File: src/source/link_pkg.sv
// shared link and tag constants; widths are fixed here, so changing fifo depth also changes reset credits
`default_nettype none

package link_pkg;

  ////////////////////
  // link channel
  ////////////////////

  // one link word
  localparam int link_width_lp = 16;

  // receive buffer depth as log2
  localparam int lg_fifo_depth_lp = 3;
  localparam int fifo_depth_lp = 1 << lg_fifo_depth_lp;

  // credit counter must reach fifo_depth_lp itself
  localparam int credit_width_lp = 4;

  // decimation d selects 2^d credits per token
  localparam int lg_decimation_width_lp = 2;

  // dequeue counter wraps at most at 2^3 - 1
  localparam int dec_cnt_width_lp = (1 << lg_decimation_width_lp) - 1;

  ////////////////////
  // tag bus
  ////////////////////

  // frame is id then payload, both lsb first
  localparam int tag_id_width_lp = 4;
  localparam int tag_payload_width_lp = 8;

  // bit counter sized for the longer field
  localparam int tag_cnt_width_lp = $clog2(tag_payload_width_lp);

  // node ids on the shared tag bus
  localparam logic [tag_id_width_lp-1:0] tag_uplink_id_lp = 4'd1;
  localparam logic [tag_id_width_lp-1:0] tag_downlink_id_lp = 4'd2;

  // receiver states
  typedef enum logic [1:0]
  {
    tag_idle,
    tag_id,
    tag_payload,
    tag_write
  } tag_state_e;

endpackage

`default_nettype wire
File: src/source/chip_link_hub.sv
// single clock link hub; all pads run on core_clk_i with no clock forwarding or output disable
`timescale 1ns/1ps
`default_nettype none

module chip_link_hub
  import link_pkg::*;
(
  input  logic                     core_clk_i,
  input  logic                     rst_n_i,
  input  logic                     tag_data_i,
  input  logic                     tag_en_i,
  input  logic                     core_v_i,
  input  logic [link_width_lp-1:0] core_data_i,
  output logic                     core_ready_o,
  output logic                     pad_out_v_o,
  output logic [link_width_lp-1:0] pad_out_data_o,
  input  logic                     pad_out_tkn_i,
  input  logic                     pad_in_v_i,
  input  logic [link_width_lp-1:0] pad_in_data_i,
  output logic                     pad_in_tkn_o,
  output logic                     core_v_o,
  output logic [link_width_lp-1:0] core_data_o,
  input  logic                     core_yumi_i
);

  ////////////////////
  // tag bus
  ////////////////////

  logic                            tag_data_lo;
  logic [tag_payload_width_lp-1:0] up_config_lo;
  logic [tag_payload_width_lp-1:0] down_config_lo;

  // data only counts while enable is high
  assign tag_data_lo = tag_en_i & tag_data_i;

  tag_client #(.node_id_p(tag_uplink_id_lp)) i_tag_uplink
  (
    .core_clk_i (core_clk_i),
    .rst_n_i    (rst_n_i),
    .tag_data_i (tag_data_lo),
    .tag_en_i   (tag_en_i),
    .config_o   (up_config_lo)
  );

  tag_client #(.node_id_p(tag_downlink_id_lp)) i_tag_downlink
  (
    .core_clk_i (core_clk_i),
    .rst_n_i    (rst_n_i),
    .tag_data_i (tag_data_lo),
    .tag_en_i   (tag_en_i),
    .config_o   (down_config_lo)
  );

  ////////////////////
  // link channels
  ////////////////////

  // uplink config is enable in bit 0 and remote d in bits 2:1
  // downlink config is local d in bits 1:0
  link_uplink i_link_uplink
  (
    .core_clk_i      (core_clk_i),
    .rst_n_i         (rst_n_i),
    .enable_i        (up_config_lo[0]),
    .lg_decimation_i (up_config_lo[lg_decimation_width_lp:1]),
    .core_v_i        (core_v_i),
    .core_data_i     (core_data_i),
    .core_ready_o    (core_ready_o),
    .link_v_o        (pad_out_v_o),
    .link_data_o     (pad_out_data_o),
    .link_token_i    (pad_out_tkn_i)
  );

  // inbound pads feed the receive side directly
  link_downlink i_link_downlink
  (
    .core_clk_i      (core_clk_i),
    .rst_n_i         (rst_n_i),
    .lg_decimation_i (down_config_lo[lg_decimation_width_lp-1:0]),
    .link_v_i        (pad_in_v_i),
    .link_data_i     (pad_in_data_i),
    .link_token_o    (pad_in_tkn_o),
    .core_v_o        (core_v_o),
    .core_data_o     (core_data_o),
    .core_yumi_i     (core_yumi_i)
  );

endmodule

`default_nettype wire

File: src/source/link_downlink.sv
// inbound channel; tokens go back once per 2^d dequeues, and d should only change while the link is idle
`timescale 1ns/1ps
`default_nettype none

module link_downlink
  import link_pkg::*;
(
  input  logic                              core_clk_i,
  input  logic                              rst_n_i,
  input  logic [lg_decimation_width_lp-1:0] lg_decimation_i,
  input  logic                              link_v_i,
  input  logic [link_width_lp-1:0]          link_data_i,
  output logic                              link_token_o,
  output logic                              core_v_o,
  output logic [link_width_lp-1:0]          core_data_o,
  input  logic                              core_yumi_i
);

  logic                        fifo_v_lo;
  logic                        deq;
  logic [dec_cnt_width_lp-1:0] deq_cnt_r;
  logic [dec_cnt_width_lp-1:0] deq_last;

  ////////////////////
  // receive buffer
  ////////////////////

  // link words land straight in the fifo on the link_v_i edge
  link_fifo i_link_fifo
  (
    .core_clk_i (core_clk_i),
    .rst_n_i    (rst_n_i),
    .w_v_i      (link_v_i),
    .w_data_i   (link_data_i),
    .r_v_o      (fifo_v_lo),
    .r_data_o   (core_data_o),
    .r_yumi_i   (deq)
  );

  assign core_v_o = fifo_v_lo;

  // yumi without valid is ignored
  assign deq = core_yumi_i & fifo_v_lo;

  ////////////////////
  // token return
  ////////////////////

  // last count value before the wrap
  assign deq_last = dec_cnt_width_lp'((1 << lg_decimation_i) - 1);

  always_ff @(posedge core_clk_i)
  begin
    if (!rst_n_i)
    begin
      deq_cnt_r    <= '0;
      link_token_o <= 1'b0;
    end
    else
    begin
      // token is a single cycle pulse
      link_token_o <= 1'b0;
      if (deq)
      begin
        // >= also recovers if d shrank mid count
        if (deq_cnt_r >= deq_last)
        begin
          deq_cnt_r    <= '0;
          link_token_o <= 1'b1;
        end
        else
        begin
          deq_cnt_r <= deq_cnt_r + 1'b1;
        end
      end
    end
  end

endmodule

`default_nettype wire

File: src/source/link_fifo.sv
// 8 entry receive buffer; a write while full is silently lost, the sender must respect credits
`timescale 1ns/1ps
`default_nettype none

module link_fifo
  import link_pkg::*;
(
  input  logic                     core_clk_i,
  input  logic                     rst_n_i,
  input  logic                     w_v_i,
  input  logic [link_width_lp-1:0] w_data_i,
  output logic                     r_v_o,
  output logic [link_width_lp-1:0] r_data_o,
  input  logic                     r_yumi_i
);

  logic [link_width_lp-1:0]    mem_r [fifo_depth_lp];
  logic [lg_fifo_depth_lp-1:0] wptr_r, rptr_r;
  logic [lg_fifo_depth_lp:0]   count_r;
  logic                        full;
  logic                        do_write;
  logic                        do_read;

  assign full     = (count_r == (lg_fifo_depth_lp + 1)'(fifo_depth_lp));
  assign do_write = w_v_i & ~full;
  assign do_read  = r_yumi_i & r_v_o;

  // head entry shown as soon as count is nonzero
  assign r_v_o    = (count_r != '0);
  assign r_data_o = mem_r[rptr_r];

  // pointers wrap on their own at depth 8
  always_ff @(posedge core_clk_i)
  begin
    if (!rst_n_i)
    begin
      wptr_r  <= '0;
      rptr_r  <= '0;
      count_r <= '0;
    end
    else
    begin
      if (do_write)
        wptr_r <= wptr_r + 1'b1;
      if (do_read)
        rptr_r <= rptr_r + 1'b1;
      count_r <= count_r + (lg_fifo_depth_lp + 1)'(do_write)
                         - (lg_fifo_depth_lp + 1)'(do_read);
    end
  end

  always_ff @(posedge core_clk_i)
  begin
    if (do_write)
      mem_r[wptr_r] <= w_data_i;
  end

endmodule

`default_nettype wire

File: src/source/link_uplink.sv
// outbound channel; credits start at fifo depth and the remote side must return tokens at rate 2^d
`timescale 1ns/1ps
`default_nettype none

module link_uplink
  import link_pkg::*;
(
  input  logic                              core_clk_i,
  input  logic                              rst_n_i,
  input  logic                              enable_i,
  input  logic [lg_decimation_width_lp-1:0] lg_decimation_i,
  input  logic                              core_v_i,
  input  logic [link_width_lp-1:0]          core_data_i,
  output logic                              core_ready_o,
  output logic                              link_v_o,
  output logic [link_width_lp-1:0]          link_data_o,
  input  logic                              link_token_i
);

  logic [credit_width_lp-1:0] credits_r;
  logic [credit_width_lp:0]   token_credits;
  logic [credit_width_lp:0]   credit_sum;
  logic [credit_width_lp:0]   credit_max;
  logic                       take;

  ////////////////////
  // credit counter
  ////////////////////

  // ready is a level, the core holds its word until it sees it
  assign core_ready_o = enable_i & (credits_r != '0);
  assign take         = core_v_i & core_ready_o;

  // one token returns 2^d credits
  assign token_credits = link_token_i
                       ? ((credit_width_lp + 1)'(1) << lg_decimation_i)
                       : '0;

  // one extra bit so token plus count cannot wrap
  assign credit_sum = {1'b0, credits_r} + token_credits - (credit_width_lp + 1)'(take);
  assign credit_max = (credit_width_lp + 1)'(fifo_depth_lp);

  always_ff @(posedge core_clk_i)
  begin
    if (!rst_n_i)
      credits_r <= credit_width_lp'(fifo_depth_lp);
    else if (credit_sum > credit_max)
      credits_r <= credit_width_lp'(fifo_depth_lp);
    else
      credits_r <= credit_sum[credit_width_lp-1:0];
  end

  ////////////////////
  // link outputs
  ////////////////////

  // valid strobe for one cycle per accepted word
  always_ff @(posedge core_clk_i)
  begin
    if (!rst_n_i)
      link_v_o <= 1'b0;
    else
      link_v_o <= take;
  end

  // data only matters under link_v_o
  always_ff @(posedge core_clk_i)
  begin
    if (take)
      link_data_o <= core_data_i;
  end

endmodule

`default_nettype wire

File: src/source/tag_client.sv
// serial tag receiver for one node; frames must hold tag_en_i high for all 12 bits, short frames are dropped
`timescale 1ns/1ps
`default_nettype none

module tag_client
  import link_pkg::*;
#(
  parameter logic [tag_id_width_lp-1:0] node_id_p = '0
)
(
  input  logic                            core_clk_i,
  input  logic                            rst_n_i,
  input  logic                            tag_data_i,
  input  logic                            tag_en_i,
  output logic [tag_payload_width_lp-1:0] config_o
);

  tag_state_e state_r, state_n;

  logic [tag_cnt_width_lp-1:0]     bit_cnt_r;
  logic [tag_id_width_lp-1:0]      id_r;
  logic [tag_payload_width_lp-1:0] payload_r;
  logic                            last_id_bit;
  logic                            last_payload_bit;
  logic                            id_match;
  logic                            id_shift;

  assign last_id_bit      = (bit_cnt_r == tag_cnt_width_lp'(tag_id_width_lp - 1));
  assign last_payload_bit = (bit_cnt_r == tag_cnt_width_lp'(tag_payload_width_lp - 1));
  assign id_match         = (id_r == node_id_p);

  // id bits are taken in idle and write too, a new frame may start there
  assign id_shift = tag_en_i & (state_r != tag_payload);

  ////////////////////
  // frame fsm
  ////////////////////

  always_comb
  begin
    state_n = state_r;
    case (state_r)
      tag_idle, tag_write:
        state_n = tag_en_i ? tag_id : tag_idle;
      tag_id:
        if (!tag_en_i)
          state_n = tag_idle;
        else if (last_id_bit)
          state_n = tag_payload;
      tag_payload:
        if (!tag_en_i)
          state_n = tag_idle;
        else if (last_payload_bit)
          state_n = tag_write;
      default:
        state_n = tag_idle;
    endcase
  end

  always_ff @(posedge core_clk_i)
  begin
    if (!rst_n_i)
    begin
      state_r   <= tag_idle;
      bit_cnt_r <= '0;
      config_o  <= '0;
    end
    else
    begin
      state_r <= state_n;
      // first id bit arrives with the rising enable
      if (state_r == tag_idle || state_r == tag_write)
        bit_cnt_r <= tag_cnt_width_lp'(1);
      else if (state_r == tag_id && last_id_bit)
        bit_cnt_r <= '0;
      else
        bit_cnt_r <= bit_cnt_r + 1'b1;
      // other nodes' frames pass by untouched
      if (state_r == tag_write && id_match)
        config_o <= payload_r;
    end
  end

  // lsb first, so new bits enter at the top
  always_ff @(posedge core_clk_i)
  begin
    if (id_shift)
      id_r <= {tag_data_i, id_r[tag_id_width_lp-1:1]};
    if (tag_en_i && state_r == tag_payload)
      payload_r <= {tag_data_i, payload_r[tag_payload_width_lp-1:1]};
  end

endmodule

`default_nettype wire

File: config.mk
export PLATFORM = sky130hd
export DESIGN_NAME = chip_link_hub
export DESIGN_NICKNAME = d
export VERILOG_FILES = /design/src/source/link_pkg.sv /design/src/source/chip_link_hub.sv /design/src/source/link_downlink.sv /design/src/source/link_fifo.sv /design/src/source/link_uplink.sv /design/src/source/tag_client.sv
export SDC_FILE = /design/constraint.sdc
export NUM_CORES = 1
export LEC_CHECK = 0
export BUFFER_PORTS_ARGS = -buffer_cell sky130_fd_sc_hd__clkbuf_2
export CORE_MARGIN = 10
export CORE_UTILIZATION = 53
export CTS_CLUSTER_DIAMETER = 40
export DETAILED_ROUTE_END_ITERATION = 16
export GPL_ROUTABILITY_DRIVEN = 0
export HOLD_SLACK_MARGIN = 0.05
export PLACE_DENSITY = 0.8
export SLEW_MARGIN = 25
export SYNTH_ARGS = -nofsm -noshare
export SYNTH_HDL_FRONTEND = slang
export SYNTH_SLANG_ARGS = --single-unit
File: constraint.sdc
create_clock -name core_clk_i -period 2.76 [get_ports core_clk_i]
set_clock_uncertainty 0.15 [all_clocks]
set_input_delay 0.276 -clock core_clk_i [delete_from_list [all_inputs] [get_ports core_clk_i]]
set_output_delay 0.276 -clock core_clk_i [all_outputs]
set_load 0.02 [all_outputs]
* After elaboration in Yosys (flattened, before gate mapping)
Memories as Yosys holds them, arrays and structs flattened. A register that Yosys moved wholly into a read port is not among the register bits. Cells that the tools add are included.
Word-level totals: word-level logic and storage cells 106, memory bits (read-only) 0, register bits after elaboration 74, input port bits 40, memories 1, latch bits 0, bits in writable memories 128
Operators by class: $add $sub $neg 10, div/mod/pow operators 0, bitwise logic cells 10, shift-type cells 2, order comparisons 2, equality and inequality tests 19, multiplexer cells 22, reduce and logical (&&, ||, !) cells 20, $mul 0
Memory list:
- i_link_downlink.i_link_fifo.mem_r | words 8, width 16, rd ports 1, clocked after Yosys merged registers in 1, wr ports 1, line link_fifo.sv:17 | logic [link_width_lp-1:0] mem_r [fifo_depth_lp];
Operator list (count):
- 2-bit two-way mux | 8
- 3-bit by 1-bit adder with 3-bit output, second input constant | 5
- 3-bit by 2-bit inequality test with 1-bit output, second input constant | 4
- 2-bit one-hot mux with 3 select lines | 2
- 3-bit two-way mux | 3
- 1-bit AND | 8
- 2-bit == test, second input constant | 4
- 1-bit two-way mux | 8
- 4-bit nonzero test | 2
- 3-bit by 2-bit == test with 1-bit output, second input constant | 2
- 3-bit == test, second input constant | 2
- 1-bit logical AND | 6
- 2-bit AND reduction | 3
- 2-bit OR reduction | 3
- 3-bit OR reduction | 2
- 4-bit by 5-bit adder with 5-bit output | 1
- 5-bit by 4-bit > comparator with 1-bit output, second input constant | 1
- 5-bit two-way mux | 1
- 1-bit by 2-bit left shift with 5-bit output, first input constant | 1
- 5-bit by 1-bit subtractor with 5-bit output | 1
- 4-bit by 1-bit adder with 4-bit output | 1
- 2-bit by 1-bit == test with 1-bit output, second input constant | 2
- 4-bit by 1-bit == test with 1-bit output, second input constant | 1
- 4-bit by 2-bit == test with 1-bit output, second input constant | 1
- 9 further kinds | 13

* Logic depth before layout (Yosys ltp)
depth in word-level cells 6, depth in mapped cells 12, mapped depth without buffers 12

* By module
Synthesis repeated with hierarchy kept, for this count alone.
Second synthesis, totals: cell total of the unflattened synthesis 513, area total of the unflattened synthesis 8798.4 um^2
Modules (own cells, without submodules):
- link_fifo | sequential area each 4103.9 um^2, cells each 263, instances 1, area each 5627.9 um^2
- tag_client | sequential area each 620.6 um^2, cells each 79, instances 2, area each 998.5 um^2
- link_uplink | sequential area each 580.6 um^2, cells each 60, instances 1, area each 885.8 um^2
- link_downlink | sequential area each 80.1 um^2, cells each 31, instances 1, area each 281.5 um^2
- chip_link_hub | sequential area each 0.0 um^2, cells each 1, instances 1, area each 6.3 um^2

* Worst setup path before layout
No wires, ideal clock.
path kind register to register, from reg i_link_uplink.credits_r[3], to reg i_link_uplink.credits_r[0], slack -0.321 ns, period minus slack after synthesis 3.081 ns, stages on the path, launching flop included 11, arrival time 2.872 ns, cell sequence dfxtp_1 > o41a_1 > and2_1 > ha_1 > inv_1 > ha_1 > fa_1 > a21o_1 > a21oi_1 > xor2_1 > and3_1
On the way: cells in the longest elaborated chain, start to end 6, elaborated cells between the ends (all ways) 7
RTL lines:
- from (decl) | line link_uplink.sv:20 | logic [credit_width_lp-1:0] credits_r;
- from (signal assigned) | line link_uplink.sv:46 | credits_r <= credit_width_lp'(fifo_depth_lp);
- from (signal assigned) | line link_uplink.sv:48 | credits_r <= credit_width_lp'(fifo_depth_lp);
- from (signal assigned) | line link_uplink.sv:50 | credits_r <= credit_sum[credit_width_lp-1:0];
- 4-bit nonzero test * | line link_uplink.sv:31 | assign core_ready_o = enable_i & (credits_r != '0);
- 1-bit AND * | line link_uplink.sv:31
- net core_ready_o | line chip_link_hub.sv:14 | output logic core_ready_o,
- 1-bit AND * | line link_uplink.sv:32 | assign take = core_v_i & core_ready_o;
- net i_link_uplink.take | line link_uplink.sv:24 | logic take;
- 5-bit by 1-bit subtractor with 5-bit output * | line link_uplink.sv:40 | assign credit_sum = {1'b0, credits_r} + token_credits - (credit_width_lp + 1)'(take);
- 5-bit by 4-bit > comparator with 1-bit output | line link_uplink.sv:47 | else if (credit_sum > credit_max)
- 2-bit OR reduction (no source line)
The timed path passes the listed nets; every way through them passes the cells marked *. A chain may end at the register's enable or synchronous reset.

* Final worst setup path
from reg i_link_uplink.credits_r[2], to reg i_link_uplink.credits_r[2]
On the way: cells in the longest elaborated chain, start to end 6, elaborated cells between the ends (all ways) 7
RTL lines (line):
- 4-bit nonzero test * | link_uplink.sv:31
- 1-bit AND * | link_uplink.sv:31
- 1-bit AND * | link_uplink.sv:32
- net i_link_uplink.take | link_uplink.sv:24
- 5-bit by 1-bit subtractor with 5-bit output * | link_uplink.sv:40
- 5-bit by 4-bit > comparator with 1-bit output | link_uplink.sv:47
- 2-bit OR reduction (no source line)
Marked as above.

==> run_results.csv <==
group,metric,value,unit
run_status,status,"finished clean",
detailed_routing,drt_iter0_markers,239,
sta,final.setup.worst_slack,0.0745,ns
worst_hold_path,hold_class,"in -> reg",
worst_setup_path,path_class,"reg -> reg",
sta,worst_pin_slew,0.905,ns
clock_tree,cts_buffer_depth,3,
detailed_routing,drtPass1Iterations,4,
pwr,combPwrFrac,17.5,%
pwr,switchingPower,0.00207,W
clock_tree,clock_latency,0.50,ns
clock_tree,cts.sinks,205,
worst_setup_path,rrSetupSlack,0.07,ns
sta,relSlewSlack,38.9,%
grt,antenna_found_initial,1,
worst_hold_path,hold_path_end,"i_link_uplink.credits_r[3]",
synth,yosys-top-cells-area,"edfxtp_1 (62%), mux4_1 (9.9%), dfxtp_1 (9.0%)",
synth,synth_edf_count,168,
cells_and_area,nets,674,
sta,hold_violations,0,
worst_setup_path,r2r_start,"i_link_uplink.credits_r[2]",
synth,netlist_top_cells_count,"edfxtp_1 (168), dfxtp_1 (37), ha_1 (32), mux4_1 (31), inv_1 (30)",
detailed_routing,post-route-drc-count,0,
floorplanning,coreArea,0.0151,mm²
synth,synth_warnings,0,
worst_setup_path,cp.required,3.05,ns
worst_setup_path,crit_start,"i_link_uplink.credits_r[2]",
floorplanning,die_h,144,µm
pwr,netSwitchingFraction,24.7,%
floorplanning,io_pins,76,
placement,hpwl,9510,µm
synth,synth.net_count,532,
grt,grt-ovfl-total,0,
detailed_routing,ant_nets,0,
synth,yosysSeqAreaShare,70.6,%
synth,synth.most_common_cell,"edfxtp_1",
clock_tree,cts_tree,"done",
grt,track_usage,15.3,%
detailed_routing,post_drt_wl_per_cell,19.2,µm
pwr,ir_drop,0.571,mV
placement,pre_cts_slack,0.0630,ns
floorplanning,die_w,144,µm
sta,finalSetupViolCount,0,
floorplanning,dieArea,0.0208,mm²
sta,maxSlewViolCount,0,
clock_tree,htreeDepth,1,
synth,synth_flop_cell,"edfxtp_1",
synth,syn_inst,458,
clock_tree,cts_buffers,26,
cells_and_area,fillCellCount,999,
detailed_routing,vias_per_cell,5.47,
synth,synth_area,0.00819,mm²
cells_and_area,drive_gt1_share,25.7,%
worst_setup_path,endpoint_kind,"flop",
synth,syn_avg_cell_area,17.9,µm²
pwr,p_clk_share,39.5,%
synth,synth_async_sr_flop_share,0,%
cells_and_area,stdcell_count,808,
floorplanning,rows,45,
detailed_routing,vias,4417,
pwr,p_per_area,824,mW/mm²
worst_hold_path,worstHoldPathCells,5,
placement,port-buffer-count,75,
worst_setup_path,path_max_fanout,4,
synth,yosys.area.top_type_share,61.6,%
clock_tree,clk_pin_slew_worst_paths,0.05,ns
pwr,seq_power_share,43.0,%
grt,grt_pass1_wl,24900,µm
sta,fmax,0.372,GHz
clock_tree,cts-root-buf,"clkbuf_16",
pwr,p_int,0.00629,W
floorplanning,initial_core_util,54.1,%
worst_setup_path,regToRegEndpoint,"i_link_uplink.credits_r[2]",
worst_setup_path,r2r_cells,10,
synth,synth.ff_latch_count,205,
worst_hold_path,hp-start,"pad_out_tkn_i",
cells_and_area,area_growth,23.9,%
grt,grt_pass1_vias,4748,
worst_setup_path,critPathArrivalTime,2.97,ns
pwr,leakage,3.77,nW
synth,yosys.cell_types.count,42,
placement,placed_cells,721,
worst_setup_path,cp-start-kind,"flop",
detailed_routing,routed_wl,15500,µm
sta,fin_crit,2.69,ns
flow_run,cap_viol_max_count,0,
grt,grt_max_degree,33,
synth,synth_top_cell_by_area,"edfxtp_1",
sta,finalCritPeriodShare,97.3,%
-- cells in the final DEF (no fill, tap or decap), drive strengths merged, types with 3 or more instances in the layout --
master / n
a21o: 3
a21oi: 9
and2: 6
and3: 6
and4b: 4
buf: 14
bufinv: 3
clkbuf: 104
clkinv: 8
dfxtp: 37
dlygate4sd3: 38
edfxtp: 168
ha: 32
inv: 36
mux2: 16
mux2i: 6
mux4: 32
nand2: 16
nand3b: 3
nor2: 27
nor2b: 5
nor3: 8
o21ai: 4
xor2: 5
-- registers in the layout, summed over array words and instances (netlist names), 2 cells and up, named ones only --
| register | count |
|---|---|
| i_tag_downlink.payload_r | 8 |
| i_link_uplink.link_data_o | 16 |
| i_tag_downlink.id_r | 4 |
| i_link_downlink.i_link_fifo.mem_r | 128 |
| i_tag_downlink.bit_cnt_r | 3 |
| i_link_uplink.credits_r | 4 |
| i_link_downlink.deq_cnt_r | 3 |
| i_tag_uplink.id_r | 4 |
| i_tag_uplink.payload_r | 8 |
| i_tag_uplink.config_o | 3 |
| i_tag_downlink.config_o | 2 |
| i_link_downlink.i_link_fifo.rptr_r | 3 |
| i_tag_downlink.state_r | 2 |
| i_link_downlink.i_link_fifo.count_r | 4 |
| i_tag_uplink.bit_cnt_r | 3 |
| i_link_downlink.i_link_fifo.wptr_r | 3 |
| i_tag_uplink.state_r | 2 |
-- critical path: stages, from the launching register on --
cell,delay [ns]
dfxtp_2,0.32
o41a_1,0.44
and2_4,0.17
ha_4,0.26
inv_2,0.04
ha_4,0.15
fa_2,0.34
a21o_1,0.20
a21oi_2,0.19
xor2_2,0.19
and3_1,0.18
-- how the worst max path moves through the flow --
| stage | end | slack (ns) | cells past startpoint |
|---|---|---|---|
| 6_report | i_link_uplink.credits_r[2] | 0.07 | 10 |
| 5_1_grt | i_link_uplink.credits_r[2] | -0.0005 | 10 |
| 4_1_cts | i_link_uplink.credits_r[0] | 0.05 | 10 |
| 3_5_place_dp | i_link_uplink.credits_r[0] | 0.06 | 10 |
| 3_3_place_gp | i_link_uplink.credits_r[2] | 0.17 | 10 |
| 2_1_floorplan | i_link_uplink.credits_r[2] | -0.007 | 10 |
-- layer usage --
metal	global-route usage, %	vias to the layer above	part of all wire, %
met2	27.1	117	53
met5	0	-	0
met4	4.95	0	2.0
met3	3.61	27	6.3
met1	17.8	2203	39
li1	-	2070	-
-- cell type report --
type / instances / area (µm²) / area share [%]
diodes: 1 / 2.50 / 0.0247
clock buffers: 29 / 683 / 6.73
well taps: 188 / 235 / 2.32
clock inverters: 18 / 185 / 1.83
repair buffers: 127 / 873 / 8.61
inverters: 31 / 116 / 1.15
flip-flops and latches: 205 / 5790 / 57.0
multi-input cells: 209 / 2260 / 22.3
-- timing repair --
action / CTS / global route
setup buffers: 0 / 1
hold buffers: 38 / 0
endpoints found under the hold margin: 158 / 0
setup endpoints to repair: 0 / 5
gates resized for setup: 0 / 2
-- kinds of logic (layout without fill, tap and decap cells) --
group,Yosys count,after routing,share of synthesized area (%)
AOI/OAI and AO/OA,27,27,2.15
xor gates and xnor gates,7,7,0.749
adders and majority gates,34,34,5.38
buffers and inverters,44,205,2.40
DFF,205,205,70.6
muxes,54,54,13.2
other,0,1,0
and+or+nand+nor,87,87,5.52
-- power by group through the flow --
stage	Combinational [W]	Clock (W)	Sequential, W
floorplan	0.00105	0	0.00364
global placement	0.00138	0	0.00364
detailed placement	0.00143	0	0.00365
CTS	0.00149	0.00335	0.00359
global route	0.00161	0.00350	0.00361
finish	0.00147	0.00330	0.00359
-- metrics by stage --
stage | utilization, % | setup TNS, ns | hold WS, ns | area, µm² | total power, W
final | 67.0 | 0 | 0.219 | 10100 | 0.00836
after global routing | 67.0 | -0.000512 | 0.238 | 10100 | 0.00871
after CTS | 66.8 | 0 | 0.167 | 10100 | 0.00843
after detailed placement | 58.6 | 0 | 0.255 | 8870 | 0.00508
after global placement | 58.6 | 0 | 0.252 | 8870 | 0.00502
after floorplan | - | -0.00873 | 0.225 | 8220 | 0.00469
No activity file was read; power rests on OpenSTA's default activity.
